### src/cpuPkg.sv
package cpuPkg;

	// default widths, overridden from execCore
	localparam int dataWidth = 16;
	localparam int regBits = 4; // 16 registers

	localparam int instrWidth = 16;

	// instruction fields
	localparam int opMsb = 15;
	localparam int opLsb = 12;
	localparam int opWidth = opMsb - opLsb + 1;
	localparam int dstLsb = 8; // destination reg, bits 11..8
	localparam int srcLsb = 4; // source reg, bits 7..4
	localparam int immMsb = 7; // immediate overlaps the source field
	localparam int immLsb = 0;
	localparam int immWidth = immMsb - immLsb + 1;

	// opcodes, codes past CMP decode as NOP
	typedef enum logic [opWidth-1:0] {
		ADD  = 4'h0,
		SUB  = 4'h1,
		AND  = 4'h2,
		OR   = 4'h3,
		XOR  = 4'h4,
		MOV  = 4'h5,
		SWAP = 4'h6, // only user of write port 2
		LSH  = 4'h7, // signed shift amount
		ADDI = 4'h8,
		MOVI = 4'h9,
		CMP  = 4'hA, // flags only
		NOP  = 4'hF
	} opcodeT;

	// processor status register
	typedef struct packed {
		logic carry;    // unsigned carry, or borrow on subtract
		logic overflow; // signed overflow
		logic negative;
		logic zero;
	} psrT;

endpackage

### src/regPortIf.sv
`timescale 1ns/1ps

// register file ports, addresses shared between read and write
interface regPortIf #(
	parameter int dataWidth = cpuPkg::dataWidth,
	parameter int regBits = cpuPkg::regBits
);
	logic [regBits-1:0] srcAddr; // read port 2, write port 2
	logic [regBits-1:0] dstAddr; // read port 1, write port 1
	logic writeEn1;
	logic writeEn2;
	logic [dataWidth-1:0] writeData1;
	logic [dataWidth-1:0] writeData2;
	logic [dataWidth-1:0] readData1; // destination value
	logic [dataWidth-1:0] readData2; // source value

	// sequencer side
	modport decode (output srcAddr, dstAddr, writeEn1, writeEn2);

	// operation unit side
	modport exec (input readData1, readData2, output writeData1, writeData2);

	// storage side
	modport store (
		input srcAddr, dstAddr, writeEn1, writeEn2, writeData1, writeData2,
		output readData1, readData2
	);

endinterface

### src/alu.sv
`timescale 1ns/1ps

module alu #(
	parameter int dataWidth = cpuPkg::dataWidth
) (
	input logic clk,
	input logic reset,
	input cpuPkg::opcodeT op,
	input logic [dataWidth-1:0] imm, // already sign-extended
	input logic aluEn,               // write cycle pulse
	regPortIf.exec regs,
	output logic [dataWidth-1:0] result,
	output cpuPkg::psrT psr
);

	localparam int msb = dataWidth - 1;

	logic [dataWidth-1:0] dstVal;
	logic [dataWidth-1:0] srcVal;
	logic [dataWidth-1:0] addend;
	logic [dataWidth:0] sum;  // extra bit is the carry
	logic [dataWidth:0] diff; // extra bit is the borrow
	logic addOvf;
	logic subOvf;
	logic [dataWidth-1:0] shiftMag;
	logic [dataWidth-1:0] value;
	cpuPkg::psrT nextPsr;

	assign dstVal = regs.readData1;
	assign srcVal = regs.readData2;

	// ADDI adds the immediate instead of the source register
	assign addend = (op == cpuPkg::ADDI) ? imm : srcVal;
	assign sum = {1'b0, dstVal} + {1'b0, addend};
	assign diff = {1'b0, dstVal} - {1'b0, srcVal};

	// same signs in, different sign out
	assign addOvf = (dstVal[msb] == addend[msb]) && (sum[msb] != dstVal[msb]);
	// signs differ and the result left the destination sign
	assign subOvf = (dstVal[msb] != srcVal[msb]) && (diff[msb] != dstVal[msb]);

	// magnitude of a negative shift amount
	assign shiftMag = srcVal[msb] ? (~srcVal + 1'b1) : srcVal;

	always_comb begin
		case (op)
			cpuPkg::ADD,
			cpuPkg::ADDI: value = sum[msb:0];
			cpuPkg::SUB,
			cpuPkg::CMP:  value = diff[msb:0]; // CMP only shows it on result
			cpuPkg::AND:  value = dstVal & srcVal;
			cpuPkg::OR:   value = dstVal | srcVal;
			cpuPkg::XOR:  value = dstVal ^ srcVal;
			cpuPkg::MOV,
			cpuPkg::SWAP: value = srcVal;
			// amounts at or past the width shift everything out
			cpuPkg::LSH:  value = srcVal[msb] ? (dstVal >> shiftMag) : (dstVal << shiftMag);
			cpuPkg::MOVI: value = imm;
			default:      value = dstVal; // NOP, nothing is written
		endcase
	end

	assign regs.writeData1 = value;  // back to the destination
	assign regs.writeData2 = dstVal; // old destination into the source, SWAP only

	// flag update, subset depends on the operation
	always_comb begin
		nextPsr = psr;
		case (op)
			cpuPkg::ADD,
			cpuPkg::ADDI: begin
				nextPsr.carry = sum[dataWidth];
				nextPsr.overflow = addOvf;
				nextPsr.negative = value[msb];
				nextPsr.zero = (value == '0);
			end
			cpuPkg::SUB,
			cpuPkg::CMP: begin
				nextPsr.carry = diff[dataWidth]; // set on borrow
				nextPsr.overflow = subOvf;
				nextPsr.negative = value[msb];
				nextPsr.zero = (value == '0);
			end
			cpuPkg::AND,
			cpuPkg::OR,
			cpuPkg::XOR,
			cpuPkg::LSH: begin
				nextPsr.negative = value[msb];
				nextPsr.zero = (value == '0);
			end
			default: nextPsr = psr; // moves, SWAP and NOP keep flags
		endcase
	end

	always_ff @(posedge clk) begin
		if (!reset)
			psr <= '0;
		else if (aluEn)
			psr <= nextPsr;
	end

	// result held until the next write cycle
	always_ff @(posedge clk) begin
		if (aluEn)
			result <= value;
	end

endmodule

### src/execCore.sv
`timescale 1ns/1ps

module execCore #(
	parameter int dataWidth = cpuPkg::dataWidth,
	parameter int regBits = cpuPkg::regBits
) (
	input logic clk,
	input logic reset, // active low, synchronous
	input logic [cpuPkg::instrWidth-1:0] instr,
	input logic instrValid, // one-cycle strobe
	output logic busy,
	output logic resultValid,
	output logic [dataWidth-1:0] result,
	output cpuPkg::psrT psr
);

	cpuPkg::opcodeT op;
	logic [dataWidth-1:0] imm;
	logic aluEn;

	// shared register file port bundle
	regPortIf #(
		.dataWidth(dataWidth),
		.regBits(regBits)
	) regs ();

	// accepts the instruction, sequences read then write
	instrDecoder #(
		.dataWidth(dataWidth),
		.regBits(regBits)
	) instrDecoder_inst (
		.clk(clk),
		.reset(reset),
		.instr(instr),
		.instrValid(instrValid),
		.busy(busy),
		.resultValid(resultValid),
		.op(op),
		.imm(imm),
		.aluEn(aluEn),
		.regs(regs.decode)
	);

	registerFile #(
		.dataWidth(dataWidth),
		.regBits(regBits)
	) registerFile_inst (
		.clk(clk),
		.reset(reset),
		.regs(regs.store)
	);

	// result and psr are registered inside
	alu #(
		.dataWidth(dataWidth)
	) alu_inst (
		.clk(clk),
		.reset(reset),
		.op(op),
		.imm(imm),
		.aluEn(aluEn),
		.regs(regs.exec),
		.result(result),
		.psr(psr)
	);

endmodule

### src/instrDecoder.sv
`timescale 1ns/1ps

module instrDecoder #(
	parameter int dataWidth = cpuPkg::dataWidth,
	parameter int regBits = cpuPkg::regBits
) (
	input logic clk,
	input logic reset,
	input logic [cpuPkg::instrWidth-1:0] instr,
	input logic instrValid,
	output logic busy,
	output logic resultValid,
	output cpuPkg::opcodeT op,
	output logic [dataWidth-1:0] imm,
	output logic aluEn,
	regPortIf.decode regs
);

	// idle, then read cycle, then write cycle
	typedef enum logic [1:0] {
		stateIdle,
		stateRead,
		stateWrite
	} stateT;

	stateT state;
	stateT nextState;
	logic accept;
	logic writeCycle;
	logic writesDst;
	logic [cpuPkg::opWidth-1:0] rawOp;
	cpuPkg::opcodeT decodedOp;
	logic [regBits-1:0] dstLatch;
	logic [regBits-1:0] srcLatch;
	logic [cpuPkg::immWidth-1:0] immLatch;

	// busy only while the read is in flight
	// a new instruction may enter during the write cycle,
	// its read lands one edge after the write
	assign busy = (state == stateRead);
	assign accept = instrValid && !busy;
	assign writeCycle = (state == stateWrite);

	assign rawOp = instr[cpuPkg::opMsb:cpuPkg::opLsb];

	// unused codes fold into NOP
	always_comb begin
		if (rawOp <= cpuPkg::CMP)
			decodedOp = cpuPkg::opcodeT'(rawOp);
		else
			decodedOp = cpuPkg::NOP;
	end

	always_comb begin
		if (accept)
			nextState = stateRead;
		else if (state == stateRead)
			nextState = stateWrite;
		else
			nextState = stateIdle; // write cycle with nothing waiting
	end

	always_ff @(posedge clk) begin
		if (!reset) begin
			state <= stateIdle;
			op <= cpuPkg::NOP;
			resultValid <= 1'b0;
		end else begin
			state <= nextState;
			if (accept)
				op <= decodedOp;
			resultValid <= writeCycle; // cycle after the write edge
		end
	end

	// fields held for the whole instruction
	always_ff @(posedge clk) begin
		if (accept) begin
			dstLatch <= instr[cpuPkg::dstLsb +: regBits];
			srcLatch <= instr[cpuPkg::srcLsb +: regBits];
			immLatch <= instr[cpuPkg::immMsb:cpuPkg::immLsb];
		end
	end

	assign regs.dstAddr = dstLatch;
	assign regs.srcAddr = srcLatch;

	// sign-extend the 8-bit immediate
	assign imm = {{(dataWidth - cpuPkg::immWidth){immLatch[cpuPkg::immWidth-1]}}, immLatch};

	// CMP and NOP leave the file alone
	assign writesDst = (op != cpuPkg::CMP) && (op != cpuPkg::NOP);

	assign regs.writeEn1 = writeCycle && writesDst;
	assign regs.writeEn2 = writeCycle && (op == cpuPkg::SWAP);
	assign aluEn = writeCycle; // flags and result latch with the write

endmodule

### src/registerFile.sv
`timescale 1ns/1ps

module registerFile #(
	parameter int dataWidth = cpuPkg::dataWidth,
	parameter int regBits = cpuPkg::regBits
) (
	input logic clk,
	input logic reset,
	regPortIf.store regs
);

	localparam int numRegs = 1 << regBits;

	logic [dataWidth-1:0] regArray [numRegs]; // the register file itself

	// writes, port 2 last so it wins on a shared address
	always_ff @(posedge clk) begin
		if (!reset) begin
			for (int i = 0; i < numRegs; i++) begin // every entry, not dataWidth
				regArray[i] <= '0;
			end
		end else begin
			if (regs.writeEn1)
				regArray[regs.dstAddr] <= regs.writeData1;
			if (regs.writeEn2)
				regArray[regs.srcAddr] <= regs.writeData2;
		end
	end

	// registered reads every cycle
	// same-edge write is not visible, old value comes out
	always_ff @(posedge clk) begin
		regs.readData1 <= regArray[regs.dstAddr];
		regs.readData2 <= regArray[regs.srcAddr];
	end

endmodule

### config.mk
export PLATFORM = sky130hd
export DESIGN_NAME = execCore
export DESIGN_NICKNAME = d
export VERILOG_FILES = /design/src/cpuPkg.sv /design/src/regPortIf.sv /design/src/alu.sv /design/src/execCore.sv /design/src/instrDecoder.sv /design/src/registerFile.sv
export SDC_FILE = /design/constraint.sdc
export NUM_CORES = 1
export LEC_CHECK = 0
export ABC_AREA = 1
export BUFFER_PORTS_ARGS = -buffer_cell sky130_fd_sc_hd__buf_2
export CAP_MARGIN = 0
export CORE_MARGIN = 1.5
export CORE_UTILIZATION = 44
export DETAILED_ROUTE_END_ITERATION = 8
export GPL_TIMING_DRIVEN = 0
export PLACE_DENSITY = 0.63
export SETUP_SLACK_MARGIN = 0.2
export SYNTH_ARGS = -nofsm -noshare
export SYNTH_HDL_FRONTEND = slang
export SYNTH_SLANG_ARGS = --single-unit
### constraint.sdc
create_clock -name clk -period 5 [get_ports clk]
set_input_delay 1 -clock clk [delete_from_list [all_inputs] [get_ports clk]]
set_output_delay 1 -clock clk [all_outputs]
set_load 0.01 [all_outputs]
Word level (Yosys, flattened, before mapping)
Memory sizes are Yosys's and may differ from the RTL's. A register that Yosys moved wholly into a read port is not among the register bits.
Cells that the tools add are included.
{"block": "op_classes", "eq_ne": 18, "bitwise_logic": 5, "n_reduce_logical": 19, "muxes": 21, "n_addsub": 3, "n_lt_le_gt_ge": 1, "n_shift": 2}
{"op": "one-hot mux 16 bit (8 select lines)", "n": 1}
{"op": "2-to-1 mux 16 bit", "n": 5}
{"op": "OR reduction 16 bit", "n": 2}
{"op": "adder 16 x 16 -> 17 bit", "n": 1}
{"op": "subtractor 16 x 16 -> 17 bit", "n": 1}
{"op": "adder 16 x 1 -> 16 bit, second input constant", "n": 1}
{"op": "AND 16 bit", "n": 1}
{"op": "equality test 4 x 3 -> 1 bit, second input constant", "n": 4}
{"op": "logical NOT 16 bit", "n": 1}
{"op": "NOT 16 bit", "n": 1}
{"op": "bitwise OR 16 bit", "n": 1}
{"op": "<< shifter 16 x 16 -> 16 bit", "n": 1}
{"op": ">> shifter 16 x 16 -> 16 bit", "n": 1}
{"op": "XOR 16 bit", "n": 1}
{"op": "equality test 4 bit, second input constant", "n": 3}
{"op": "2-to-1 mux 4 bit", "n": 3}
{"op": "2-to-1 mux 1 bit", "n": 10}
{"op": "equality test 4 x 2 -> 1 bit, second input constant", "n": 2}
{"op": "!= test 4 bit, second input constant", "n": 2}
{"op": "OR reduction 2 bit", "n": 4}
{"op": "OR reduction 8 bit", "n": 1}
{"op": "logical AND 1 bit", "n": 6}
{"op": "equality test 4 x 1 -> 1 bit, second input constant", "n": 1}
{"op": "<= comparator 4 bit, second input constant", "n": 1}
{"op": "11 further kinds", "n": 14}
{"block": "word_totals", "regBits": 43, "ram_bits": 256, "memories": 1, "word_cells": 82, "inputBits": 19}
{"name": "registerFile_inst.regArray", "depth": 16, "width": 16, "read_ports": 2, "rd_ports_with_merged_regs": 2, "wr": 16, "line": "registerFile.sv:14", "source": "logic [dataWidth-1:0] regArray [numRegs];"}

Logic depth before layout (Yosys ltp)
{"block": "depth", "ltp_word": 8, "ltp_mapped": 30, "ltp_nobuf": 28}

Cells and area by module
From an unflattened synthesis, not the netlist that was laid out.
{"block": "hier_totals", "hier_cells": 3388, "area_unflattened_um2": 23961.7}
{"module": "registerFile", "area_per_inst_um2": 17045.1, "n_inst": 1, "cells_per_inst": 2275}
{"module": "alu", "area_per_inst_um2": 6127.1, "n_inst": 1, "cells_per_inst": 1042}
{"module": "instrDecoder", "area_per_inst_um2": 789.5, "n_inst": 1, "cells_per_inst": 71}

Worst setup path before layout
No wires, ideal clock.
{"block": "synth_timing", "kind": "flip-flop to flip-flop", "start": "reg registerFile_inst.regs.readData1[1], read port of registerFile_inst.regArray", "end": "mem registerFile_inst.regArray[11][15] (data pin)", "arrival_time_ns": 3.341, "setup_slack_ns": 1.390, "path_buffers": 2, "setup_ns": 0.269, "synth_period_minus_slack_ns": 3.610, "stages_incl_launch_ff": 18, "cell_sequence": "dfxtp_1 -> clkinv_1 -> buf_1 -> ha_1 -> inv_1 -> nand3_1 -> o311ai_0 -> nand3_1 -> nand3_1 -> nand2_1 -> nand2_1 -> a21oi_1 -> or2_2 -> nand3_1 -> nand4_1 -> nand2_2 -> buf_2 -> o22ai_1"}
{"item": "start: declaration", "line": "regPortIf.sv:26", "source": "output readData1, readData2"}
{"item": "end: declaration", "line": "registerFile.sv:14"}

==> metrics.md <==
| Metric | Value |
|---|---|
| # DRC | 0 |
| Initial Util | 0.444 |
| Min Tclk post-route | 4690 ps |
| Status | finished, final reports clean |
| Headroom to the max-slew limit | 0.206 |
| Setup ws final | 313 ps |
| Share of the synthesized area in the top cell type | 0.404 |
| Worst-Margin Slew | 1190 ps |
| Pre-CTS setup slack | -976 ps |
| Routability congestion estimate from global placement | 1.05 |
| Die X-Extent | 222 um |
| Ys Warns | 0 |
| #FFs+latches synth | 327 |
| Comb pwr share | 0.250 |
| Synth async-reset ratio | 0 |
| Share of layout cells above drive strength 1 | 0.104 |
| Initial DRC Count | 3,092 |
| Largest cells by area after synthesis | edfxtp_1, nand2_1, o22ai_1 |
| Routed Antenna Nets | 0 |
| Setup Crit Path Kind | reg -> reg |
| Count leader, synth | nand2_1 |
| Pwr/cell area | 352 nW/um2 |
| Root Buffer Master | clkbuf_16 |
| H-tree depth | 2 |
| # IOs | 41 |
| Clock power frac | 0.357 |
| Net switching fraction of the power | 0.355 |
| Endpoint type of the worst setup path | flop |
| Fin crit share | 0.937 |
| First-pass GRT wire length | 138,000 um |
| Ant diodes | 0 |
| Final setup fails | 0 |
| Top_reg_cell synth | edfxtp_1 |
| Max Freq | 213 MHz |
| Post-synthesis cell area | 21,100 um2 |
| 1st-pass router iterations | 8 |
| Startpoint Class | flop |
| Nets@finish | 2,616 |
| Worst VDD drop | 0.303 mV |
| Sequential power share | 0.393 |
| Count of different cell masters after synthesis | 57 |
| Clock latency on the worst-skew pair | 590 ps |
| GRT overflow | 0 |
| Vias in the first global route | 20.3k |
| Hold crit path type | reg -> reg |
| Via density | 6.67 |
| Top post-synthesis cells by count | nand2_1, inv_1, edfxtp_1 |
| Worst-path maximum fanout | 16 |
| Synthesized area per cell | 8.63 um2 |
| Total number of vias | 21.2k |
| Worst path required time | 5190 ps |
| CTS Buf Count | 40 |
| Syn Inst Count | 2,446 |
| Sw power | 2930 uW |
| Largest net degree at the start of global routing | 18 |
| Skew final | 24.9 ps |
| Leak | 0.00896 uW |
| Max Transition Viols Final | 0 |
| MaxCap Viol Count | 0 |
| Tot GR Track Use | 0.390 |
| Total chip power | 8260 uW |
| Wire length per cell | 30.9 um |
| DIE HEIGHT | 222 um |
| Syn Nets | 2,532 |
| RSZ-0062 raised after global routing | true |
| Synth-to-Final Area Change | 11.2% |
| Post-synth top area cell | edfxtp_1 |
| Row count | 80 |
| Total wire length | 98,000 um |
| Seq/Total Area, Yosys | 0.445 |
| IO buf count | 39 |
| Core ar. | 47,500 um2 |
| Bufs on Longest Clock Path | 3 |
| Final hold vios | 0 |
| HPWL after DPL | 72,600 um |
| Die Area | 49,300 um2 |
| Initial antenna violation count | 1 |
| EDFF count, synth | 284 |
| CTS tree | done |
| CTS Sinks | 327 |
| CP Data Arrival Time | 4880 ps |
| Clock transition at the registers of the reported paths | 60 ps |
| Pint | 5330 uW |
==> final cells by class <==
type                    instances  area (um2)
fillers                      4613       24100
multi-input cells            1617        9760
flip-flops and latches        327        9400
inverters                     337        1280
clock buffers                  53        1100
well taps                     615         769
plain buffers                 165         749
repair buffers                 42         218
clock inverters                19         185
==> per-layer routing <==
metal	vias up	GRT usage	wire (um)
met2	1474	0.615	44000
met1	10300	0.475	36000
met3	330	0.0897	10600
met4	0	0.268	7420
met5	-	0	0
li1	9113	-	-
==> sequential cells by signal (all words and copies together), names as in the netlist <==
name	flops
alu_inst.result	16
registerFile_inst.regs.readData1	16
registerFile_inst.regs.readData2	16
instrDecoder_inst.state	2
instrDecoder_inst.resultValid	1
alu_inst.psr	4
instrDecoder_inst.regs.dstAddr	4
registerFile_inst.regArray	256
instrDecoder_inst.op	4
instrDecoder_inst.immLatch	8
==> cells by family after synthesis <==
kind of cell    count (synthesis)  share of synthesized area
simple gates                  857                      0.181
compound gates                682                      0.234
fa+ha+maj                      67                     0.0404
flops                         327                      0.445
buf+inv                       502                     0.0941
xor+xnor                       11                    0.00546
==> power by group through the flow <==
stage / clock [uW] / sequential [uW] / combinational (uW)
after floorplan: 0 / 3210 / 1260
after global placement: 0 / 3290 / 1960
after detailed placement: 0 / 3290 / 1970
after CTS: 2940 / 3230 / 1980
after global routing: 3020 / 3250 / 2180
final: 2950 / 3240 / 2070
==> worst max-delay path, stage by stage (launching register included) <==
cell and delay [ps]:
edfxtp_1 580, inv_1 290, nand2_1 310, inv_1 270, clkbuf_1 610, clkbuf_1 580
nand3_1 680, nand3_1 960
==> worst paths after layout <==
kind                                                          to                          start  slack, ps  cells after the start
worst max-delay path            registerFile_inst.regArray[1][8]  instrDecoder_inst.immLatch[5]        310                      7
worst min-delay path                             alu_inst.psr[3]                alu_inst.psr[3]        490                      2
worst max register to register  registerFile_inst.regArray[1][8]  instrDecoder_inst.immLatch[5]        310                      7
worst min register to register                   alu_inst.psr[3]                alu_inst.psr[3]        490                      2
==> layout by cell type (no fill, tap or decap), types with 8 or more instances in the layout <==
cell,n
nand2_1,419
inv_1,303
edfxtp_1,284
o22ai_1,210
nand3_1,172
nor2_1,145
o221ai_1,132
a22oi_1,132
clkbuf_1,118
ha_1,65
o21ai_0,64
buf_2,57
nand4_1,52
a21oi_1,48
clkbuf_16,41
dfxtp_1,38
o22ai_2,29
nand2_2,25
clkinv_1,23
buf_1,18
o21ai_2,11
xor2_1,9
clkinv_2,9
nor3_1,9
nand3_2,8
inv_2,8
==> per-stage QoR <==
step | TNS [ps] | cell area (um2) | util | hold WS (ps) | std cells
after global placement | -63250 | 22100 | 0.464 | 479 | 3100
after CTS | 0 | 23400 | 0.492 | 495 | 3172
after detailed placement | -62830 | 22100 | 0.464 | 484 | 3100
after floorplan | 0 | 21100 | - | 487 | 2446
after global routing | 0 | 23500 | 0.494 | 541 | 3175
final | 0 | 23500 | 0.494 | 488 | 3175
==> what timing repair did <==
item                       in CTS  in global routing
setup endpoints to repair     187                124
gates resized for setup        28                 24
pin swaps                       0                  2
buffers inserted                0                  3
hold buffers                    0                  0
No activity file was read; power rests on OpenSTA's default activity.
